## src/design/ocl_pkg.sv

```systemverilog
/*
 * Shared definitions for the OCL register slave
 * Bus widths, register address map and response codes
 * AXI-Lite channel, register write and miner structs
 */
package ocl_pkg;

  // ----------------------------------------
  // Widths
  // ----------------------------------------
  localparam int addr_w = 32;
  localparam int data_w = 32;
  localparam int strb_w = data_w / 8;
  localparam int led_w  = 16;

  // ----------------------------------------
  // Register map, one word each
  // ----------------------------------------
  localparam logic [addr_w-1:0] hello_reg_addr        = 32'h0000_0500;
  localparam logic [addr_w-1:0] vled_reg_addr         = 32'h0000_0504;
  localparam logic [addr_w-1:0] status_reg_addr       = 32'h0000_0508;
  localparam logic [addr_w-1:0] nonce_reg_addr        = 32'h0000_050C;
  localparam logic [addr_w-1:0] heavyhash_reg_addr    = 32'h0000_0510;
  localparam logic [addr_w-1:0] block_header_reg_addr = 32'h0000_0520;
  localparam logic [addr_w-1:0] matrix_reg_addr       = 32'h0000_0524;
  localparam logic [addr_w-1:0] target_reg_addr       = 32'h0000_0528;
  localparam logic [addr_w-1:0] nonce_size_reg_addr   = 32'h0000_052C;
  localparam logic [addr_w-1:0] start_reg_addr        = 32'h0000_0530;
  localparam logic [addr_w-1:0] stop_reg_addr         = 32'h0000_0534;
  localparam logic [addr_w-1:0] hash_sel_reg_addr     = 32'h0000_0538;

  // Read word for holes in the map
  localparam logic [data_w-1:0] unimpl_reg_value = 32'hDEAD_BEEF;

  // Only response the slave returns
  localparam logic [1:0] resp_okay = 2'b00;

  // ----------------------------------------
  // AXI-Lite channels
  // ----------------------------------------
  // Manager to slave
  typedef struct packed {
    logic              awvalid;
    logic [addr_w-1:0] awaddr;
    logic              wvalid;
    logic [data_w-1:0] wdata;
    logic [strb_w-1:0] wstrb;
    logic              bready;
    logic              arvalid;
    logic [addr_w-1:0] araddr;
    logic              rready;
  } axil_req_t;

  // Slave to manager
  typedef struct packed {
    logic              awready;
    logic              wready;
    logic              bvalid;
    logic [1:0]        bresp;
    logic              arready;
    logic              rvalid;
    logic [data_w-1:0] rdata;
    logic [1:0]        rresp;
  } axil_rsp_t;

  // Accepted write beat toward the register block
  typedef struct packed {
    logic              en;
    logic [addr_w-1:0] addr;
    logic [data_w-1:0] data;
  } reg_wr_t;

  // ----------------------------------------
  // Miner side
  // ----------------------------------------
  typedef struct packed {
    logic [1:0]        status;
    logic [data_w-1:0] nonce;
    logic [data_w-1:0] heavyhash;
  } miner_stat_t;

  // Write pulses carry data only while high
  typedef struct packed {
    logic              block_header_we;
    logic [data_w-1:0] block_header;
    logic              matrix_we;
    logic [data_w-1:0] matrix_in;
    logic              target_we;
    logic [data_w-1:0] target;
    logic [data_w-1:0] nonce_size;
    logic              start;
    logic              stop;
  } miner_ctrl_t;

endpackage

```

## src/design/axil_slave.sv

```systemverilog
/*
 * AXI-Lite slave, single beat only
 * Write address capture, write data accept and B response
 * Read address register, read word sample and R response
 */
module axil_slave
  import ocl_pkg::*;
(
  input  logic              clk_main_a0,
  input  logic              rst_main_n_sync,
  input  axil_req_t         axil_req,
  output axil_rsp_t         axil_rsp,
  output reg_wr_t           reg_wr,
  output logic              rd_en,
  output logic [addr_w-1:0] rd_addr,
  input  logic [data_w-1:0] rd_data
);

  // Write side
  logic              wr_active;
  logic [addr_w-1:0] wr_addr;
  logic              awready;
  logic              wready;
  logic              bvalid;
  logic              aw_fire;
  logic              b_fire;

  // Read side
  logic              rd_pend;
  logic              arready;
  logic              rvalid;
  logic [data_w-1:0] rdata;
  logic              ar_fire;
  logic              r_fire;

  // ----------------------------------------
  // Write channels
  // ----------------------------------------
  // One write in flight, from AW until B accepted
  assign awready = !wr_active;
  // W taken once per write, never while B waits
  assign wready  = wr_active && !bvalid && axil_req.wvalid;
  assign aw_fire = axil_req.awvalid && awready;
  assign b_fire  = bvalid && axil_req.bready;

  always_ff @(posedge clk_main_a0)
  begin
    if (!rst_main_n_sync)
    begin
      wr_active <= 1'b0;
      bvalid    <= 1'b0;
    end
    else
    begin
      if (aw_fire)
        wr_active <= 1'b1;
      else if (b_fire)
        wr_active <= 1'b0;

      // Response the edge after the W beat
      if (wready)
        bvalid <= 1'b1;
      else if (b_fire)
        bvalid <= 1'b0;
    end
  end

  // Address held for the W beat
  always_ff @(posedge clk_main_a0)
  begin
    if (aw_fire)
      wr_addr <= axil_req.awaddr;
  end

  // Register strobe is the W transfer itself; strobes ignored, full word
  assign reg_wr.en   = wready;
  assign reg_wr.addr = wr_addr;
  assign reg_wr.data = axil_req.wdata;

  // ----------------------------------------
  // Read channels
  // ----------------------------------------
  assign arready = !rd_pend && !rvalid;
  assign ar_fire = axil_req.arvalid && arready;
  assign r_fire  = rvalid && axil_req.rready;

  always_ff @(posedge clk_main_a0)
  begin
    if (!rst_main_n_sync)
    begin
      rd_pend <= 1'b0;
      rvalid  <= 1'b0;
    end
    else
    begin
      // Single cycle, AR is blocked while pending
      rd_pend <= ar_fire;
      if (rd_pend)
        rvalid <= 1'b1;
      else if (r_fire)
        rvalid <= 1'b0;
    end
  end

  // Address and read word payload
  always_ff @(posedge clk_main_a0)
  begin
    if (ar_fire)
      rd_addr <= axil_req.araddr;
    if (rd_pend)
      rdata <= rd_data;
  end

  // Read word is sampled in the rd_en cycle
  assign rd_en = rd_pend;

  // ----------------------------------------
  // Response outputs
  // ----------------------------------------
  assign axil_rsp.awready = awready;
  assign axil_rsp.wready  = wready;
  assign axil_rsp.bvalid  = bvalid;
  assign axil_rsp.bresp   = resp_okay;
  assign axil_rsp.arready = arready;
  assign axil_rsp.rvalid  = rvalid;
  assign axil_rsp.rdata   = rdata;
  assign axil_rsp.rresp   = resp_okay;

  // Responses wait for the manager with payload unchanged
  a_bvalid_hold: assert property (@(posedge clk_main_a0) disable iff (!rst_main_n_sync)
    bvalid && !axil_req.bready |=> bvalid);

  a_rvalid_hold: assert property (@(posedge clk_main_a0) disable iff (!rst_main_n_sync)
    rvalid && !axil_req.rready |=> rvalid && $stable(rdata));

endmodule

```

## src/design/ocl_regs.sv

```systemverilog
/*
 * OCL register block
 * Scratch register, miner control pulses and held settings
 * Read word multiplexer and hash read-enable pulse
 */
module ocl_regs
  import ocl_pkg::*;
#(
  parameter int blk_cnt = 36
)
(
  input  logic                       clk_main_a0,
  input  logic                       rst_main_n_sync,
  input  reg_wr_t                    reg_wr,
  input  logic                       rd_en,
  input  logic [addr_w-1:0]          rd_addr,
  output logic [data_w-1:0]          rd_data,
  input  logic [led_w-1:0]           vled_shadow,
  output logic [data_w-1:0]          hello_word,
  output miner_ctrl_t                miner_ctrl,
  output logic [$clog2(blk_cnt)-1:0] hash_sel,
  output logic                       hash_re,
  input  miner_stat_t                miner_stat
);

  localparam int hs_w = $clog2(blk_cnt);

  // Write hits, one per register
  logic wr_hello;
  logic wr_blk_hdr;
  logic wr_matrix;
  logic wr_target;
  logic wr_nonce_size;
  logic wr_start;
  logic wr_stop;
  logic wr_hash_sel;

  logic [data_w-1:0] hello_swap;
  logic [4:0]        pulses;

  // ----------------------------------------
  // Write decode
  // ----------------------------------------
  assign wr_hello      = reg_wr.en && (reg_wr.addr == hello_reg_addr);
  assign wr_blk_hdr    = reg_wr.en && (reg_wr.addr == block_header_reg_addr);
  assign wr_matrix     = reg_wr.en && (reg_wr.addr == matrix_reg_addr);
  assign wr_target     = reg_wr.en && (reg_wr.addr == target_reg_addr);
  assign wr_nonce_size = reg_wr.en && (reg_wr.addr == nonce_size_reg_addr);
  assign wr_start      = reg_wr.en && (reg_wr.addr == start_reg_addr);
  assign wr_stop       = reg_wr.en && (reg_wr.addr == stop_reg_addr);
  assign wr_hash_sel   = reg_wr.en && (reg_wr.addr == hash_sel_reg_addr);

  always_ff @(posedge clk_main_a0)
  begin
    if (!rst_main_n_sync)
    begin
      hello_word <= '0;
      miner_ctrl <= '0;
      hash_sel   <= '0;
      hash_re    <= 1'b0;
    end
    else
    begin
      // Scratch register
      if (wr_hello)
        hello_word <= reg_wr.data;

      // Pulses last one cycle, data is zero when idle
      miner_ctrl.block_header_we <= wr_blk_hdr;
      miner_ctrl.block_header    <= wr_blk_hdr ? reg_wr.data : '0;
      miner_ctrl.matrix_we       <= wr_matrix;
      miner_ctrl.matrix_in       <= wr_matrix ? reg_wr.data : '0;
      miner_ctrl.target_we       <= wr_target;
      miner_ctrl.target          <= wr_target ? reg_wr.data : '0;
      miner_ctrl.start           <= wr_start;
      miner_ctrl.stop            <= wr_stop;

      // Held settings
      if (wr_nonce_size)
        miner_ctrl.nonce_size <= reg_wr.data;
      if (wr_hash_sel)
        hash_sel <= reg_wr.data[hs_w-1:0];

      // Lines up with rvalid rising in the slave
      hash_re <= rd_en && (rd_addr == heavyhash_reg_addr);
    end
  end

  // ----------------------------------------
  // Read word
  // ----------------------------------------
  // Scratch reads back with bytes reversed
  assign hello_swap = {<<8{hello_word}};

  always_comb
  begin
    case (rd_addr)
      hello_reg_addr:
        rd_data = hello_swap;
      vled_reg_addr:
        rd_data = {{(data_w-led_w){1'b0}}, vled_shadow};
      status_reg_addr:
        rd_data = {{(data_w-2){1'b0}}, miner_stat.status};
      nonce_reg_addr:
        rd_data = miner_stat.nonce;
      heavyhash_reg_addr:
        rd_data = miner_stat.heavyhash;
      default:
        rd_data = unimpl_reg_value;
    endcase
  end

  // ----------------------------------------
  // Checks
  // ----------------------------------------
  assign pulses = {miner_ctrl.block_header_we, miner_ctrl.matrix_we, miner_ctrl.target_we,
                   miner_ctrl.start, miner_ctrl.stop};

  a_start_stop: assert property (@(posedge clk_main_a0) disable iff (!rst_main_n_sync)
    !(miner_ctrl.start && miner_ctrl.stop));

  // Relies on the slave never taking two W beats back to back
  a_pulse_once: assert property (@(posedge clk_main_a0) disable iff (!rst_main_n_sync)
    (pulses & $past(pulses)) == '0);

endmodule

```

## src/design/vled_status.sv

```systemverilog
/*
 * Virtual LED status
 * DIP switch synchronizer, LED shadow of the scratch register
 * LED output masked by the switches
 */
module vled_status
  import ocl_pkg::*;
(
  input  logic              clk_main_a0,
  input  logic              rst_main_n_sync,
  input  logic [data_w-1:0] hello_word,
  input  logic [led_w-1:0]  vdip,
  output logic [led_w-1:0]  vled_shadow,
  output logic [led_w-1:0]  status_vled
);

  // Two flops on the switch inputs
  logic [led_w-1:0] vdip_q;
  logic [led_w-1:0] vdip_q2;

  always_ff @(posedge clk_main_a0)
  begin
    if (!rst_main_n_sync)
    begin
      vdip_q      <= '0;
      vdip_q2     <= '0;
      vled_shadow <= '0;
      status_vled <= '0;
    end
    else
    begin
      vdip_q  <= vdip;
      vdip_q2 <= vdip_q;

      // Low half of scratch, also read back
      vled_shadow <= hello_word[led_w-1:0];

      // Switch off masks the LED
      status_vled <= vled_shadow & vdip_q2;
    end
  end

endmodule

```

## src/design/cl_ocl_top.sv

```systemverilog
/*
 * OCL register top level
 * AXI-Lite slave, register block and virtual LED logic
 */
module cl_ocl_top
  import ocl_pkg::*;
#(
  parameter int blk_cnt = 36
)
(
  input  logic                       clk_main_a0,
  input  logic                       rst_main_n_sync,
  input  axil_req_t                  axil_req,
  output axil_rsp_t                  axil_rsp,
  output miner_ctrl_t                miner_ctrl,
  output logic [$clog2(blk_cnt)-1:0] hash_sel,
  output logic                       hash_re,
  input  miner_stat_t                miner_stat,
  input  logic [led_w-1:0]           vdip,
  output logic [led_w-1:0]           status_vled
);

  // Slave to register block
  reg_wr_t           reg_wr;
  logic              rd_en;
  logic [addr_w-1:0] rd_addr;
  logic [data_w-1:0] rd_data;

  // Register block to LED logic and back
  logic [data_w-1:0] hello_word;
  logic [led_w-1:0]  vled_shadow;

  // ----------------------------------------
  // Bus slave
  // ----------------------------------------
  axil_slave u_axil_slave (
    .clk_main_a0     (clk_main_a0),
    .rst_main_n_sync (rst_main_n_sync),
    .axil_req        (axil_req),
    .axil_rsp        (axil_rsp),
    .reg_wr          (reg_wr),
    .rd_en           (rd_en),
    .rd_addr         (rd_addr),
    .rd_data         (rd_data)
  );

  // ----------------------------------------
  // Registers and miner control
  // ----------------------------------------
  ocl_regs #(
    .blk_cnt (blk_cnt)
  ) u_ocl_regs (
    .clk_main_a0     (clk_main_a0),
    .rst_main_n_sync (rst_main_n_sync),
    .reg_wr          (reg_wr),
    .rd_en           (rd_en),
    .rd_addr         (rd_addr),
    .rd_data         (rd_data),
    .vled_shadow     (vled_shadow),
    .hello_word      (hello_word),
    .miner_ctrl      (miner_ctrl),
    .hash_sel        (hash_sel),
    .hash_re         (hash_re),
    .miner_stat      (miner_stat)
  );

  // Virtual LEDs
  vled_status u_vled_status (
    .clk_main_a0     (clk_main_a0),
    .rst_main_n_sync (rst_main_n_sync),
    .hello_word      (hello_word),
    .vdip            (vdip),
    .vled_shadow     (vled_shadow),
    .status_vled     (status_vled)
  );

endmodule

```

## config.mk

```make
export PLATFORM = sky130hd
export DESIGN_NAME = cl_ocl_top
export DESIGN_NICKNAME = d
export VERILOG_FILES = /design/src/design/ocl_pkg.sv /design/src/design/axil_slave.sv /design/src/design/ocl_regs.sv /design/src/design/vled_status.sv /design/src/design/cl_ocl_top.sv
export SDC_FILE = /design/constraint.sdc
export NUM_CORES = 1
export LEC_CHECK = 0
export ABC_AREA = 1
export BUFFER_PORTS_ARGS = -buffer_cell sky130_fd_sc_hd__buf_4
export CAP_MARGIN = 5
export CORE_ASPECT_RATIO = 1.1
export CORE_MARGIN = 2
export CORE_UTILIZATION = 40
export CTS_CLUSTER_DIAMETER = 50
export DETAILED_ROUTE_END_ITERATION = 10
export PLACE_DENSITY = 0.67
export SETUP_SLACK_MARGIN = 0.1
export SLEW_MARGIN = 20
export SYNTH_ARGS = -nofsm -noshare
export SYNTH_HDL_FRONTEND = slang
export SYNTH_SLANG_ARGS = --single-unit
```

## constraint.sdc

```tcl
create_clock -name clk_main_a0 -period 7.5 [get_ports clk_main_a0]
set_clock_uncertainty 0.1 [all_clocks]
set_input_delay 0.75 -clock clk_main_a0 [delete_from_list [all_inputs] [get_ports clk_main_a0]]
set_output_delay 0.75 -clock clk_main_a0 [all_outputs]
set_load 0.01 [all_outputs]
```

[Yosys cells after proc, flatten, opt, wreduce, memory -nomap -nowiden]
Index checks and enable logic that the tools add are counted.
Word-level totals
  register bits after elaboration: 336
  output and inout port bits: 197
  bits of input ports: 189
Operators by class
  equality and inequality tests: 13
  bitwise logic cells: 1
  reductions and logical operators: 26
  muxes and demuxes: 6
Operators by type and width (count)
  equality test 32 x 11 -> 1 bit, second input constant: 13
  case mux 32 bit (5 select lines): 1
  AND 16 bit: 1
  logical AND 1 bit: 16
  AND reduction 2 bit: 3
  nonzero test 2 bit: 3
  two-way mux 1 bit: 5
  zero test 1 bit: 4

[Longest topological paths before layout]
  depth after elaboration: 5
  gate-level depth with buffers: 12
  mapped depth without buffers: 11

[Cells and area by module]
From an unflattened synthesis, not the netlist that was laid out.
Unflattened totals
  cell total of the unflattened synthesis: 1354
  area total of the unflattened synthesis: 12370.6 µm²
By module, submodules not included
  ocl_regs: cells an instance 990, seq. area each 3443.3 µm², times used 1, area an instance 7150.6 µm²
  axil_slave: cells an instance 165, seq. area each 2962.8 µm², times used 1, area an instance 3384.5 µm²
  vled_status: cells an instance 199, seq. area each 1281.2 µm², times used 1, area an instance 1835.5 µm²

[Worst setup path after synthesis]
OpenSTA, ideal clock, no wires.
  path kind: flip-flop to flip-flop
  start: register u_axil_slave.rd_pend (netlist: u_axil_slave.rd_en)
  end: register u_axil_slave.rd_addr[0] (enable)
  data required time: 6939 ps
  cell stages (with the launch flop): 2
  slack: 3873 ps
  clock period less this slack: 3627 ps
  arrival: 3066 ps
  library setup time: 461 ps
  cells stage by stage: dfxtp_1 -> nor3_1
On the way
  longest elaborated chain between the ends: 3
RTL lines
  start, declared: RTL line axil_slave.sv:29  | logic rd_pend;
  start signal, assigned: RTL line axil_slave.sv:97  | rd_pend <= ar_fire;
  zero test 1 bit: RTL line axil_slave.sv:83  | assign arready = !rd_pend && !rvalid;
  logical AND 1 bit: RTL line axil_slave.sv:83
  logical AND 1 bit: RTL line axil_slave.sv:84  | assign ar_fire = axil_req.arvalid && arready;
  named net u_axil_slave.ar_fire: RTL line axil_slave.sv:33  | logic ar_fire;
  end signal, assigned: RTL line axil_slave.sv:109  | rd_addr <= axil_req.araddr;
  end, declared: RTL line axil_slave.sv:15  | output logic [addr_w-1:0] rd_addr,
The timed path passes the listed nets, and every way through them passes these cells.
A chain may end at the register's enable or synchronous reset.

[Final worst setup path]
  start: register u_axil_slave.rd_addr[25]
  end: register u_axil_slave.rdata[18], data pin
On the way
  longest elaborated chain between the ends: 2
RTL lines
  equality test 32 x 11 -> 1 bit: RTL line ocl_regs.sv:97  | case (rd_addr)
  case mux 32 bit (5 select lines) (*): RTL line ocl_regs.sv:97
  named net rd_data[18]: RTL line cl_ocl_top.sv:27  | logic [data_w-1:0] rd_data;
  end signal, assigned: RTL line axil_slave.sv:111  | rdata <= rd_data;
  end, declared: RTL line axil_slave.sv:32  | logic [data_w-1:0] rdata;
The timed path passes the listed nets; every way through them passes the cells marked *.

==> flow_summary.toml <==
[outcome]
status = "complete, no violations"

[hold_path]
min_from = "u_vled_status.vdip_q[7]"
hold_end = "u_vled_status.vdip_q2[7]"
hp-class = "reg2reg"
holdPathStages = 2

[global_routing]
grt_max_degree = 95
grt_overflow = 0
antenna_found_initial = 0
grt_first_pass_wirelength_mm = 52.7
grt_pass1_vias = 9460
grt_use_total_pct = 22.1

[final_layout]
nFillCells = 2654
fin_nets = 1841
diodes = 0
drive_gt1_share_pct = 29.1
area_delta_synth_final_pct = 36.4
final_util_pct = 55.1
fin_area_um2 = 16100

[sta]
max_freq_ghz = 0.348
tightest_slew_ns = 1.14
rsz0062_at_grt = "no"
finalHoldViolCount = 0
layout_min_cycle_time_ns = 2.87
layout_setup_ws_ns = 4.63
relSlewSlack_pct = 24.1
min_period_over_period_pct = 38.3
setup_viol = 0
final_max_slew_viol_count = 0
fin_tns_setup_ns = 0

[drt]
ant_nets = 0
routedWlPerCell_um = 17.1
vias = 9684
drtIter0Drc = 594
routed_wl_mm = 35.2
post_drt_via_cell_ratio = 4.71
firstDrtPassIters = 5
drc = 0

[die]
die_w_um = 168
start_util_pct = 40.4
rows = 66
die_h_um = 184
coreArea_um2 = 29300
dieArea_um2 = 31000
io_pins = 386

[logic_synthesis]
synth-edff-count = 96
netlist_top_cells_count = "nand2_1, dfxtp_1, nor2_1"
syn-cell-area_um2 = 11800
synth_cells = 1292
ys_top_cells_by_area = "dfxtp_1, edfxtp_1, nand2_1, nor2_1, nand3_1"
yosysSeqAreaShare_pct = 64.9
ys.flop_type = "dfxtp_1"
yosysWarningCount = 0
avgSynthCellArea_um2 = 9.16
synthArstFlopShare_pct = 0
synth_area_leader_cell = "dfxtp_1"
synth_top_area_share_pct = 40.6
yosysMostFrequentCell = "nand2_1"
synth_seq_cells = 336
ys_types = 29

[clocking]
cts_buffers = 39
clkTransAtPathRegs_ns = 0.06
clock_sinks = 336
cts_buffer_depth = 3
cts_tree = "done"
post_cts_buffers = 0
clockRootBuffer = "clkbuf_16"
worstSkewPairLatency_ns = 0.51
htree_levels = 2
ctsResizeCount = 0
hold_buffers = 0

[pwr]
clkPwrFrac_pct = 47.0
comb_power_share_pct = 4.5
ir_drop_mv = 0.174
p_per_area_nw_per_um2 = 246
seq_power_share_pct = 48.5
leakagePower_uw = 0.00744
power_switching_uw = 861
p_int_uw = 3120
power_uw = 3980
sw_frac_of_total_pct = 21.7

[critical_path]
cp-end-kind = "register"
cpMaxStageDelayCell = "nor2_2"
path_class = "reg2reg"
r2r_start = "u_axil_slave.rd_addr[25]"
critPathBufInv = 2
critPathArrivalTime_ns = 3.01
crit_path_start_kind = "register"
required_ns = 7.64
ff2ff_setup_slack_ns = 4.63
slowest_delay_ns = 0.86
r2r_end = "u_axil_slave.rdata[18]"
cp_max_fo = 24
cp_top_family = "simple AND/OR/NAND/NOR gates"
reg2reg_depth = 10
path_cells = "nor2_1, nand2_1, inv_1, nand2_1, nor2_2, nand3_1, inv_2, nor2_1, nand2_4, nand3_1"

[place]
portBuffers = 377
place_area_um2 = 14800
pre_cts_slack_ns = 4.30
routabilityCongestion = 0.841
hpwl_mm = 25.2

[run]
maxCapViolations = 0
==> stage by stage <==
step	cells	hold slack (ns)
2_1_floorplan	1295	0.290
3_3_place_gp	1984	0.295
3_5_place_dp	1984	0.298
4_1_cts	2054	0.287
5_1_grt	2055	0.285
6_report	2055	0.306
==> layer usage <==
layer | global-route usage (%) | share of wire [%]
met4 | 8.21 | 3.2
met2 | 37.7 | 48
met5 | 0 | 0
met1 | 26.3 | 41
met3 | 6.70 | 8.6
==> sequential cells by signal, summed over array words and instances, names as in the netlist <==
| register | cells |
|---|---|
| u_axil_slave.rvalid | 1 |
| u_vled_status.vdip_q | 16 |
| u_axil_slave.rdata | 32 |
| u_axil_slave.bvalid | 1 |
| u_axil_slave.rd_en | 1 |
| u_vled_status.vled_shadow | 16 |
| u_vled_status.status_vled | 16 |
| u_ocl_regs.hash_re | 1 |
| u_axil_slave.rd_addr | 32 |
| u_ocl_regs.miner_ctrl | 133 |
| u_vled_status.vdip_q2 | 16 |
| u_ocl_regs.hello_word | 32 |
| u_axil_slave.wr_addr | 32 |
| u_ocl_regs.hash_sel | 6 |
| u_axil_slave.wr_active | 1 |
==> power groups by stage <==
| stage | sequential [uW] | clock [uW] | combinational (uW) |
|---|---|---|---|
| floorplan | 1970 | 0 | 68.2 |
| global placement | 1970 | 0 | 178 |
| detailed placement | 1970 | 0 | 181 |
| CTS | 1930 | 1910 | 181 |
| global route | 1930 | 1980 | 197 |
| finish | 1930 | 1870 | 180 |
==> how the worst max path moves through the flow <==
stage	to	startpoint	slack, ns	depth (start not counted)
6_report	u_axil_slave.rdata[18]	u_axil_slave.rd_addr[25]	4.63	10
5_1_grt	u_axil_slave.rdata[13]	u_axil_slave.rd_addr[20]	4.39	10
4_1_cts	u_axil_slave.rdata[16]	u_axil_slave.rd_addr[3]	4.31	8
3_5_place_dp	u_axil_slave.rdata[18]	u_axil_slave.rd_addr[3]	4.30	8
3_3_place_gp	u_axil_slave.rdata[16]	u_axil_slave.rd_addr[3]	4.35	8
2_1_floorplan	u_axil_slave.rd_addr[0]	u_axil_slave.rd_en	3.87	1
==> layout make-up <==
cell class / count / area [um2] / share of cell area, %
Sequential cell: 336 / 7690 / 47.6
Clock inverter: 19 / 185 / 1.15
Clock buffer: 51 / 1100 / 6.83
Timing Repair Buffer: 387 / 2910 / 18.0
Tap cell: 374 / 468 / 2.90
Inverter: 145 / 544 / 3.37
Multi-Input combinational cell: 743 / 3250 / 20.1
==> cell usage in the layout, fill, tap and decap left out, drive strengths merged <==
cell type  count
nor2         245
nor3           6
o211ai         5
clkbuf        51
or2            1
a211oi         1
buf          387
o21ai         24
a21oi         71
conb           4
nand3        118
dfxtp        240
nand4         10
clkinv        10
nor4           4
o22ai          1
bufinv         2
inv          152
edfxtp        96
nand2        253
==> kinds of logic (layout without fill, tap and decap cells) <==
family,Yosys count,in the layout,share of synthesized area (%)
and+or+nand+nor,637,637,22.7
DFF,336,336,64.9
buffers and inverters,216,602,7.88
AOI/OAI and AO/OA,102,102,4.45
other,1,4,0.0317
==> tightest hold or removal path: stages, from the launching register on <==
cell and delay [ns]:
dfxtp_1 0.30, nand2_1 0.05, inv_1 0.04
No activity file was read; power rests on OpenSTA's default activity.
